### config.mk
export PLATFORM = sky130hd
export DESIGN_NAME = boot_config
export DESIGN_NICKNAME = d
export VERILOG_FILES = /design/src/bcfg_pkg.sv /design/src/boot_config.sv /design/src/bcfg_regs.sv /design/src/io_sampler.sv /design/src/prom_spi.sv /design/src/board_detect.sv
export VERILOG_INCLUDE_DIRS = /design/src /design/src/include
export SDC_FILE = /design/constraint.sdc
export NUM_CORES = 1
export LEC_CHECK = 0
export ABC_AREA = 1
export BUFFER_PORTS_ARGS = -buffer_cell sky130_fd_sc_hd__buf_4
export CORE_MARGIN = 4
export CORE_UTILIZATION = 62
export CTS_CLUSTER_DIAMETER = 200
export DETAILED_ROUTE_END_ITERATION = 8
export PLACE_DENSITY = 0.88
export SLEW_MARGIN = 20
export SYNTH_ARGS = -nofsm -noshare
export SYNTH_HDL_FRONTEND = slang
export SYNTH_SLANG_ARGS = --single-unit
### constraint.sdc
create_clock -name sysclk -period 8.2 [get_ports sysclk]
set_clock_uncertainty 0.1 [all_clocks]
set_input_delay 0.82 -clock sysclk [delete_from_list [all_inputs] [get_ports sysclk]]
set_output_delay 0.82 -clock sysclk [all_outputs]
set_load 0.02 [all_outputs]
### src/include/bcfg_macros.svh
/* Boot configuration constants */

`ifndef BCFG_MACROS_SVH
`define BCFG_MACROS_SVH

// ----------------------------------------------------------------------------
// Address spaces, selected by address bits 15:12
// ----------------------------------------------------------------------------

// Board status and version registers
`define BCFG_ADDR_MAIN      4'h0
// 25AA128 EEPROM command and reply
`define BCFG_ADDR_PROM      4'h1
// Pin snapshot buffer
`define BCFG_ADDR_SAMPLE    4'h2

// ----------------------------------------------------------------------------
// Register offsets, address bits 3:0
// ----------------------------------------------------------------------------

// Main space
`define BCFG_REG_STATUS     4'h0
`define BCFG_REG_VERSION    4'h1

// EEPROM space
`define BCFG_PROM_CMD       4'h0
`define BCFG_PROM_RESULT    4'h1

// ----------------------------------------------------------------------------
// Misc constants
// ----------------------------------------------------------------------------

// ASCII "BCFG"
`define BCFG_VERSION        32'h42434647

// Sysclk cycles per half SPI clock
`define BCFG_SPI_DIV        2

`endif
### src/bcfg_pkg.sv
/* Boot configuration types */

package bcfg_pkg;

    // ------------------------------------------------------------------------
    // Board kinds
    // ------------------------------------------------------------------------

    // No match is seen as all four is_* flags low
    typedef enum logic [1:0] {
        NONE = 2'd0,
        QLA  = 2'd1,
        DQLA = 2'd2,
        DRAC = 2'd3
    } board_kind_t;

    // ------------------------------------------------------------------------
    // Detector result flags
    // ------------------------------------------------------------------------

    // Field order matches status word bits 23:20 then 18:14
    typedef struct packed {
        // Final classification
        logic is_none;
        logic is_qla;
        logic is_dqla;
        logic is_drac;
        // Partial terms
        logic qla_zeros;
        logic dqla_zeros;
        logic dqla_ones;
        logic drac_zeros;
        logic drac_ones;
    } detect_flags_t;

endpackage

### src/boot_config.sv
/* Boot configuration top level */

`timescale 1ns/10ps

module boot_config import bcfg_pkg::*; (
    input  logic        sysclk,
    input  logic        reset,
    // Host bus
    input  logic        wb_cyc,
    input  logic        wb_stb,
    input  logic        wb_we,
    input  logic [15:0] wb_adr,
    input  logic [31:0] wb_dat_w,
    output logic [31:0] wb_dat_r,
    output logic        wb_ack,
    // Rotary switch and FPGA revision
    input  logic [3:0]  board_id,
    input  logic        is_v30,
    // Connector pins
    input  logic [0:33] io1,
    input  logic [0:39] io2,
    // Board EEPROM
    output logic        prom_sclk,
    output logic        prom_mosi,
    output logic        prom_cs_n,
    input  logic        prom_miso,
    // Sampling
    input  logic        sample_start,
    output logic        sample_busy,
    output logic [31:0] timestamp
);

    detect_flags_t flags;
    logic          prom_wr;
    logic [31:0]   prom_cmd;
    logic [31:0]   prom_result;
    logic          prom_busy;
    logic [1:0]    buffer_index;
    logic [31:0]   buffer_word;

    board_detect u_board_detect (
        .sysclk (sysclk),
        .reset  (reset),
        .io1    (io1),
        .io2    (io2),
        .flags  (flags)
    );

    prom_spi u_prom_spi (
        .sysclk    (sysclk),
        .reset     (reset),
        .cmd_wr    (prom_wr),
        .cmd       (prom_cmd),
        .result    (prom_result),
        .busy      (prom_busy),
        .prom_sclk (prom_sclk),
        .prom_mosi (prom_mosi),
        .prom_cs_n (prom_cs_n),
        .prom_miso (prom_miso)
    );

    io_sampler u_io_sampler (
        .sysclk       (sysclk),
        .reset        (reset),
        .sample_start (sample_start),
        .io1          (io1),
        .io2          (io2),
        .flags        (flags),
        .board_id     (board_id),
        .sample_busy  (sample_busy),
        .timestamp    (timestamp),
        .buffer_index (buffer_index),
        .buffer_word  (buffer_word)
    );

    bcfg_regs u_bcfg_regs (
        .sysclk       (sysclk),
        .reset        (reset),
        .wb_cyc       (wb_cyc),
        .wb_stb       (wb_stb),
        .wb_we        (wb_we),
        .wb_adr       (wb_adr),
        .wb_dat_w     (wb_dat_w),
        .wb_dat_r     (wb_dat_r),
        .wb_ack       (wb_ack),
        .flags        (flags),
        .board_id     (board_id),
        .is_v30       (is_v30),
        .prom_result  (prom_result),
        .prom_busy    (prom_busy),
        .prom_wr      (prom_wr),
        .prom_cmd     (prom_cmd),
        .buffer_index (buffer_index),
        .buffer_word  (buffer_word)
    );

endmodule

### src/bcfg_regs.sv
/* Wishbone register slave */

`timescale 1ns/10ps

`include "bcfg_macros.svh"

module bcfg_regs import bcfg_pkg::*; (
    input  logic          sysclk,
    input  logic          reset,
    // Wishbone classic slave
    input  logic          wb_cyc,
    input  logic          wb_stb,
    input  logic          wb_we,
    input  logic [15:0]   wb_adr,
    input  logic [31:0]   wb_dat_w,
    output logic [31:0]   wb_dat_r,
    output logic          wb_ack,
    // Board status
    input  detect_flags_t flags,
    input  logic [3:0]    board_id,
    input  logic          is_v30,
    // EEPROM engine
    input  logic [31:0]   prom_result,
    input  logic          prom_busy,
    output logic          prom_wr,
    output logic [31:0]   prom_cmd,
    // Sample buffer
    output logic [1:0]    buffer_index,
    input  logic [31:0]   buffer_word
);

    logic        req;
    logic        cmd_hit;
    logic [3:0]  space;
    logic [3:0]  offset;
    logic [31:0] status_word;
    logic [31:0] rd_mux;

    // New access, not yet acknowledged
    assign req    = wb_cyc & wb_stb & ~wb_ack;
    assign space  = wb_adr[15:12];
    assign offset = wb_adr[3:0];
    assign cmd_hit = req && wb_we && (space == `BCFG_ADDR_PROM) &&
                     (offset == `BCFG_PROM_CMD);

    assign buffer_index = wb_adr[1:0];

    // Status layout, busy in bit 0
    assign status_word = {4'd0, board_id,
                          flags.is_none, flags.is_qla, flags.is_dqla, flags.is_drac,
                          is_v30,
                          flags.qla_zeros, flags.dqla_zeros, flags.dqla_ones,
                          flags.drac_zeros, flags.drac_ones,
                          13'd0, prom_busy};

    // ------------------------------------------------------------------------
    // Read mux, unmapped reads as zero
    // ------------------------------------------------------------------------

    always_comb begin
        rd_mux = 32'd0;
        case (space)
            `BCFG_ADDR_MAIN: begin
                if (offset == `BCFG_REG_STATUS) begin
                    rd_mux = status_word;
                end else if (offset == `BCFG_REG_VERSION) begin
                    rd_mux = `BCFG_VERSION;
                end
            end
            `BCFG_ADDR_PROM: begin
                if (offset == `BCFG_PROM_RESULT) begin
                    rd_mux = prom_result;
                end
            end
            `BCFG_ADDR_SAMPLE: begin
                // Four words only
                if (offset[3:2] == 2'd0) begin
                    rd_mux = buffer_word;
                end
            end
            default: rd_mux = 32'd0;
        endcase
    end

    // Ack and read data one cycle after strobe
    always_ff @(posedge sysclk) begin
        if (reset) begin
            wb_ack   <= 1'b0;
            wb_dat_r <= '0;
            prom_wr  <= 1'b0;
        end else begin
            wb_ack   <= req;
            wb_dat_r <= req ? rd_mux : 32'd0;
            prom_wr  <= cmd_hit;
        end
    end

    // Command word, valid alongside prom_wr
    always_ff @(posedge sysclk) begin
        if (cmd_hit) begin
            prom_cmd <= wb_dat_w;
        end
    end

endmodule

### src/io_sampler.sv
/* Connector pin sampler */

`timescale 1ns/10ps

module io_sampler import bcfg_pkg::*; (
    input  logic          sysclk,
    input  logic          reset,
    input  logic          sample_start,
    input  logic [0:33]   io1,
    input  logic [0:39]   io2,
    input  detect_flags_t flags,
    input  logic [3:0]    board_id,
    output logic          sample_busy,
    output logic [31:0]   timestamp,
    // Buffer read port
    input  logic [1:0]    buffer_index,
    output logic [31:0]   buffer_word
);

    logic [31:0] snap_buf [0:3];
    logic        ts_phase;
    logic        accept;

    // Start only counts when not already sampling
    assign accept = sample_start & ~sample_busy;

    assign buffer_word = snap_buf[buffer_index];

    // ------------------------------------------------------------------------
    // Timestamp and snapshot capture
    // ------------------------------------------------------------------------

    always_ff @(posedge sysclk) begin
        if (reset) begin
            sample_busy <= 1'b0;
            timestamp   <= '0;
            ts_phase    <= 1'b0;
            for (int i = 0; i < 4; i++) begin
                snap_buf[i] <= '0;
            end
        end else begin
            // Held while start stays high
            sample_busy <= sample_start;
            if (accept) begin
                // Old count goes into word 0, then restart
                snap_buf[0] <= timestamp;
                snap_buf[1] <= {board_id, flags, 9'd0, io1[0:9]};
                snap_buf[2] <= {io1[10:33], io2[0:7]};
                snap_buf[3] <= io2[8:39];
                timestamp   <= '0;
                ts_phase    <= 1'b0;
            end else begin
                // One count every other cycle
                ts_phase <= ~ts_phase;
                if (ts_phase) begin
                    timestamp <= timestamp + 32'd1;
                end
            end
        end
    end

endmodule

### src/prom_spi.sv
/* EEPROM SPI master */

`timescale 1ns/10ps

`include "bcfg_macros.svh"

module prom_spi (
    input  logic        sysclk,
    input  logic        reset,
    // Command from register block
    input  logic        cmd_wr,
    input  logic [31:0] cmd,
    output logic [31:0] result,
    output logic        busy,
    // 25AA128 pins
    output logic        prom_sclk,
    output logic        prom_mosi,
    output logic        prom_cs_n,
    input  logic        prom_miso
);

    // Last count of the half-period divider
    localparam logic [7:0] DIV_LAST = 8'(`BCFG_SPI_DIV - 1);

    logic [7:0]  div_cnt;
    logic [4:0]  bit_cnt;
    logic [31:0] shift_reg;
    logic        last_bit;
    logic        tick;

    // Half SPI clock elapsed
    assign tick = busy && (div_cnt == DIV_LAST);

    // MSB first
    assign prom_mosi = shift_reg[31];

    // ------------------------------------------------------------------------
    // Transfer sequencer
    // ------------------------------------------------------------------------

    always_ff @(posedge sysclk) begin
        if (reset) begin
            busy      <= 1'b0;
            prom_cs_n <= 1'b1;
            prom_sclk <= 1'b0;
            div_cnt   <= '0;
            bit_cnt   <= '0;
            last_bit  <= 1'b0;
            shift_reg <= '0;
            result    <= '0;
        end else if (!busy) begin
            // New command only accepted when idle
            if (cmd_wr) begin
                busy      <= 1'b1;
                prom_cs_n <= 1'b0;
                div_cnt   <= '0;
                bit_cnt   <= '0;
                last_bit  <= 1'b0;
                shift_reg <= cmd;
            end
        end else if (!tick) begin
            div_cnt <= div_cnt + 8'd1;
        end else begin
            div_cnt <= '0;
            if (last_bit) begin
                // Tail half period, then release the chip
                prom_sclk <= 1'b0;
                prom_cs_n <= 1'b1;
                busy      <= 1'b0;
            end else if (!prom_sclk) begin
                // Rising edge, capture MISO
                prom_sclk <= 1'b1;
                result    <= {result[30:0], prom_miso};
                last_bit  <= (bit_cnt == 5'd31);
            end else begin
                // Falling edge, present next MOSI bit
                prom_sclk <= 1'b0;
                shift_reg <= {shift_reg[30:0], 1'b0};
                bit_cnt   <= bit_cnt + 5'd1;
            end
        end
    end

endmodule

### src/board_detect.sv
/* Analog board detector */

`timescale 1ns/10ps

module board_detect import bcfg_pkg::*; (
    input  logic          sysclk,
    input  logic          reset,
    // Connector pins with pull-ups, sampled as plain inputs
    input  logic [0:33]   io1,
    input  logic [0:39]   io2,
    // Registered classification
    output detect_flags_t flags
);

    detect_flags_t flags_next;

    // ------------------------------------------------------------------------
    // Classification rules
    // ------------------------------------------------------------------------

    // Only bits that separate the boards are checked
    always_comb begin
        // Empty connector, every pin pulled high
        flags_next.is_none = (io1 == {34{1'b1}}) && (io2 == {40{1'b1}});

        // QLA zeros alone are enough
        // IO1[31] is high on DQLA, many pins are high on DRAC and NONE
        flags_next.qla_zeros = ~(io1[0] | io1[31] | io1[32] |
                                 io2[1] | io2[3] | io2[5] | io2[7] | io2[11] |
                                 io2[31] | io2[32] | io2[33] | io2[34] |
                                 io2[35] | io2[36] | io2[37] | io2[38]);
        flags_next.is_qla = flags_next.qla_zeros;

        // DQLA
        // IO1[0] high on NONE
        flags_next.dqla_zeros = ~io1[0];
        // IO1[12] low on DRAC, IO1[31] low on QLA
        flags_next.dqla_ones = io1[12] & io1[31];
        flags_next.is_dqla = flags_next.dqla_zeros & flags_next.dqla_ones;

        // DRAC
        // IO1[12] high on DQLA
        flags_next.drac_zeros = ~(io1[9] | io1[12] | io1[19] | io1[21] |
                                  io1[23] | io1[32] |
                                  io2[10] | io2[15] | io2[22] | io2[28] |
                                  io2[29] | io2[34]);
        // These are low on QLA
        flags_next.drac_ones = io2[1] & io2[3] & io2[5] & io2[31] &
                               io2[32] & io2[33] & io2[35] & io2[36];
        flags_next.is_drac = flags_next.drac_zeros & flags_next.drac_ones;
    end

    // ------------------------------------------------------------------------
    // Output register
    // ------------------------------------------------------------------------

    // One cycle behind the pins
    always_ff @(posedge sysclk) begin
        if (reset) begin
            flags <= '0;
        end else begin
            flags <= flags_next;
        end
    end

endmodule

# [Word level (Yosys, flattened, before mapping)]
# Memory sizes are Yosys's and may differ from the RTL's.
# Index checks and enable logic that the tools add are counted.
[totals] inputBits=134 output_inout_bits=69 wordCells=147 mem_bits_rw=128 register_bits=189 mem_count=1
[classes] n_mux=41 eq_ne=11 addsub=3 bitwise=52 reduce_logical=16
[mem_list] memory="u_io_sampler.snap_buf" depth=4 width=32 read_ports=1 rd_clocked_by_memory_dff=0 wr=4 line_no="io_sampler.sv:20" text="logic [31:0] snap_buf [0:3];"
[ops] op="$mux W32" n=12
[ops] op="$pmux W32 S3" n=1
[ops] op="$eq A40 B40 Y1 const B" n=1
[ops] op="$eq A34 B34 Y1 const B" n=1
[ops] op="$add A32 B1 Y32 const B" n=1
[ops] op="$mux W31" n=1
[ops] op="$or A1 B1 Y1" n=30
[ops] op="$mux W5" n=5
[ops] op="$mux W8" n=3
[ops] op="$mux W1" n=19
[ops] op="$and A1 B1 Y1" n=13
[ops] op="$not A1 Y1" n=9
[ops] op="$add A8 B1 Y8 const B" n=1
[ops] op="$eq A4 B1 Y1 const B" n=2
[ops] op="$eq A8 B1 Y1 const B" n=1
[ops] op="$logic_not A4 Y1" n=2
[ops] op="$ne A2 B2 Y1 const B" n=4
[ops] op="$reduce_and A4 Y1" n=2
[ops] op="$add A5 B1 Y5 const B" n=1
[ops] op="$eq A5 B5 Y1 const B" n=1
[ops] op="$logic_and A1 B1 Y1" n=5
[ops] op="$eq A4 B2 Y1 const B" n=1
[ops] op="$reduce_and A2 Y1" n=2
[ops] op="$reduce_or A2 Y1" n=2
[ops] op="3 further kinds" n=3

# [Depth between registers and ports, before layout]
[logic_depth] ltp_word=16 ltp_mapped=10 depth_no_buf=9

# [Modules after synthesis]
# A second synthesis with hierarchy kept.
[unflattened] cells_unflattened=1706 area_unflattened_um2=14266.2
[modules_own_cells] module="io_sampler" instances=1 area_each_um2=7109.3 cells_each=804 seq_area_each_um2=4254.1
[modules_own_cells] module="prom_spi" instances=1 area_each_um2=3782.4 cells_each=498 seq_area_each_um2=1621.6
[modules_own_cells] module="bcfg_regs" instances=1 area_each_um2=2803.9 cells_each=295 seq_area_each_um2=1641.6
[modules_own_cells] module="board_detect" instances=1 area_each_um2=570.5 cells_each=109 seq_area_each_um2=160.2

# [Worst setup path after synthesis]
# No wires, ideal clock.
[synth_timing] path_kind="input to register" startpoint="input sample_start" endpoint="memory u_io_sampler.snap_buf[0][0], enable pin" setup_time_ns=0.528 path_buffers=1 path_stages=3 required_time_ns=7.572 t_arrival_ns=4.437 slack_ns=3.135 path_cell_list="a21oi_2 -> clkinv_1 -> clkbuf_1"
[synth_rtl] element="from (decl)" line_no="boot_config.sv:28" text="input logic sample_start,"
[synth_rtl] element="to (decl)" line_no="io_sampler.sv:20"

==> impl_metrics.yaml <==
critical_path:
  cpLargestDelayFamily: "buffers and inverters"
  crit_path_start_kind: "input port"
  arrival_ps: 3110
  cp_slowest_stage_delay_ps: 880
  crit_chain: "buf_4 -> a21oi_2 -> inv_4 -> buf_4"
  path_max_fanout: 80
  path_common_cell: "buf_4"
  crit_type: "input port to flop"
  worst-path-buf-inv: 3
  cp-end-kind: "flop"
  cp.required_ps: 8280
  worst_path_max_delay_cell: "buf_4"
clock_network:
  cts.sinks: 307
  clk_pin_slew_ps: 60
  postCtsResizedCells: 0
  clockBufferDepth: 3
  numCtsBuffers: 30
  htreeDepth: 1
  cts_tree: "built"
  clock_latency_ps: 560
  hold_buffers: 0
  cts-root-buf: "clkbuf_16"
  post_cts_buffers: 0
worst_hold_path:
  hold_class: "input port to flop"
die:
  fp-row-count: 53
  die_h_um: 156.1
  pin_count: 203
  start_util: 0.6385
  die_width_um: 156.1
  die-area_um2: 24350
  coreArea_um2: 21290
pwr:
  ir_worst_vdd_v: 0.0002046
  p_int_mw: 2.507
  clockPowerShare: 0.430
  power.total_mw: 3.211
  pwr-share-seq: 0.516
  swShare: 0.2192
  switchingPower_uw: 703.8
  powerDensity_nw_per_um2: 199.7
  p_leak_nw: 6.978
  p_comb_frac: 0.055
layout:
  max_flop_register: "u_io_sampler.snap_buf"
  multi_input_area_um2: 4772
  fillers: 1478
  fin_util: 0.7554
  nNetsFinal: 1994
  area_growth_syn_to_layout_pct: 18.32
  drive_gt1_frac: 0.1453
  largest_reg_flops: 118
  regArea_um2: 7647
sta:
  tightest_slew_ps: 1089
  timing.fmax_mhz: 329.9
  min_period_ps: 3031
  period_share: 0.3696
  setup_violations: 0
  slew-limit-headroom: 0.2729
  rsz0062_at_grt: "false"
  whs_ps: 330.2
  hold_viol_final: 0
  tns_ps: 0
  fin_ws_ps: 5169
  slew_viol_final: 0
routing:
  first_pass_iters: 6
  viasPerCell: 5.580
  wl_per_cell_um: 16.81
  drt_wl_total_um: 36230
  drt-initial-drc-count: 1410
  postRouteAntennaNets: 0
  num_vias: 12020
  drc: 0
logic_synthesis:
  yosysTopAreaCell: "edfxtp_1"
  syn_area_um2: 13590
  synth_nets: 1835
  synth_top_cells_by_area: "edfxtp_1 33%, dfxtp_1 23%, nand2_1 12%"
  synth_edf_count: 150
  async_flop_share: 0
  yosysUniqueCellTypes: 35
  ys_seq_elements: 307
  syn_inst: 1696
  yosys_warnings: 0
  yosysSeqAreaShare: 0.5627
  synth_top_cell_area_share: 0.3314
  avgSynthCellArea_um2: 8.013
  synth-main-ff-cell: "dfxtp_1"
place:
  place_congestion: 0.9406
  dp_hpwl_um: 24600
  placement.io_buffers: 194
  place_ws_ps: 4612
job:
  cap_violations: 0
global_route:
  grt.total_usage: 0.2882
  antenna_found_initial: 3
  grt_pass1_vias: 11160
  gr-total-overflow: 0
  grt_start_max_net_pins: 108
  grt_pass1_wl_um: 56530
status:
  status: "completed"
-- through the flow --
step,cells,instance area (µm²)
after global placement,2098,15070
after detailed placement,2098,15070
final,2155,16080
after CTS,2154,16080
after global routing,2155,16080
after floorplan,1696,13590
-- final cells by class --
type | count | share of cell area
Sequential cell | 307 | 0.4756
Multi-Input combinational cell | 1104 | 0.2968
Timing Repair Buffer | 201 | 0.09384
Clock buffer | 41 | 0.05361
Inverter | 211 | 0.04941
Tap cell | 275 | 0.02140
Clock inverter | 15 | 0.009259
Antenna cell | 1 | 0.0001556
-- power by group through the flow --
stage / Clock, mW / Combinational, mW / Sequential (mW)
CTS: 1.39 / 0.171 / 1.65
global route: 1.45 / 0.188 / 1.66
global placement: 0 / 0.166 / 1.69
detailed placement: 0 / 0.169 / 1.69
floorplan: 0 / 0.0804 / 1.69
finish: 1.38 / 0.176 / 1.66
-- placed cells by master (no fill, tap or decap), types with 9 or more instances in the layout --
| cell | count |
|---|---|
| nand2_1 | 428 |
| nor2_1 | 329 |
| inv_1 | 205 |
| buf_4 | 201 |
| dfxtp_1 | 157 |
| edfxtp_1 | 150 |
| a21oi_1 | 100 |
| nand3_1 | 92 |
| o21ai_0 | 52 |
| clkbuf_16 | 30 |
| nand4_1 | 28 |
| nor3_1 | 12 |
| o21ai_1 | 9 |
| o211ai_1 | 9 |
-- final timing paths --
check,start,endpoint,slack [ps],depth (start not counted)
max,reset,u_io_sampler.snap_buf[0][4],5170,4
min,wb_dat_w[8],u_bcfg_regs.prom_cmd[8],330,1
max reg2reg,u_prom_spi.busy,u_prom_spi.shift_reg[15],5370,6
min reg2reg,u_prom_spi.shift_reg[26],u_prom_spi.shift_reg[26],370,2
-- layer usage --
metal,part of all wire,track usage,vias to the layer above
li1,-,-,5699
met1,0.38,0.3936,5517
met2,0.47,0.4638,700
met3,0.11,0.05825,104
met4,0.037,0.09879,4
met5,0.00075,0,-
-- cells in the mapped netlist (all sizes together) (3+ instances only) --
cell type,count
xor2,3
buf,43
nand3,92
nand2,434
nor2,337
ha,5
nor4,5
clkbuf,31
nand4,28
a21oi,101
inv,210
edfxtp,150
o211ai,9
and2,4
nor3,12
dfxtp,157
a22oi,5
o21ai,61
-- kinds of logic (layout without fill, tap and decap cells) --
group | Yosys count | in the layout | synth area share
XOR/XNOR | 3 | 3 | 0.001934
adder cells (fa/ha/maj) | 5 | 5 | 0.004603
AO/OA/AOI/OAI | 178 | 178 | 0.06877
flip-flops | 307 | 307 | 0.5627
other | 0 | 1 | 0
AND/OR/NAND/NOR | 918 | 918 | 0.2753
buffers and inverters | 285 | 468 | 0.08672
Power figures use the tool's default switching activity.
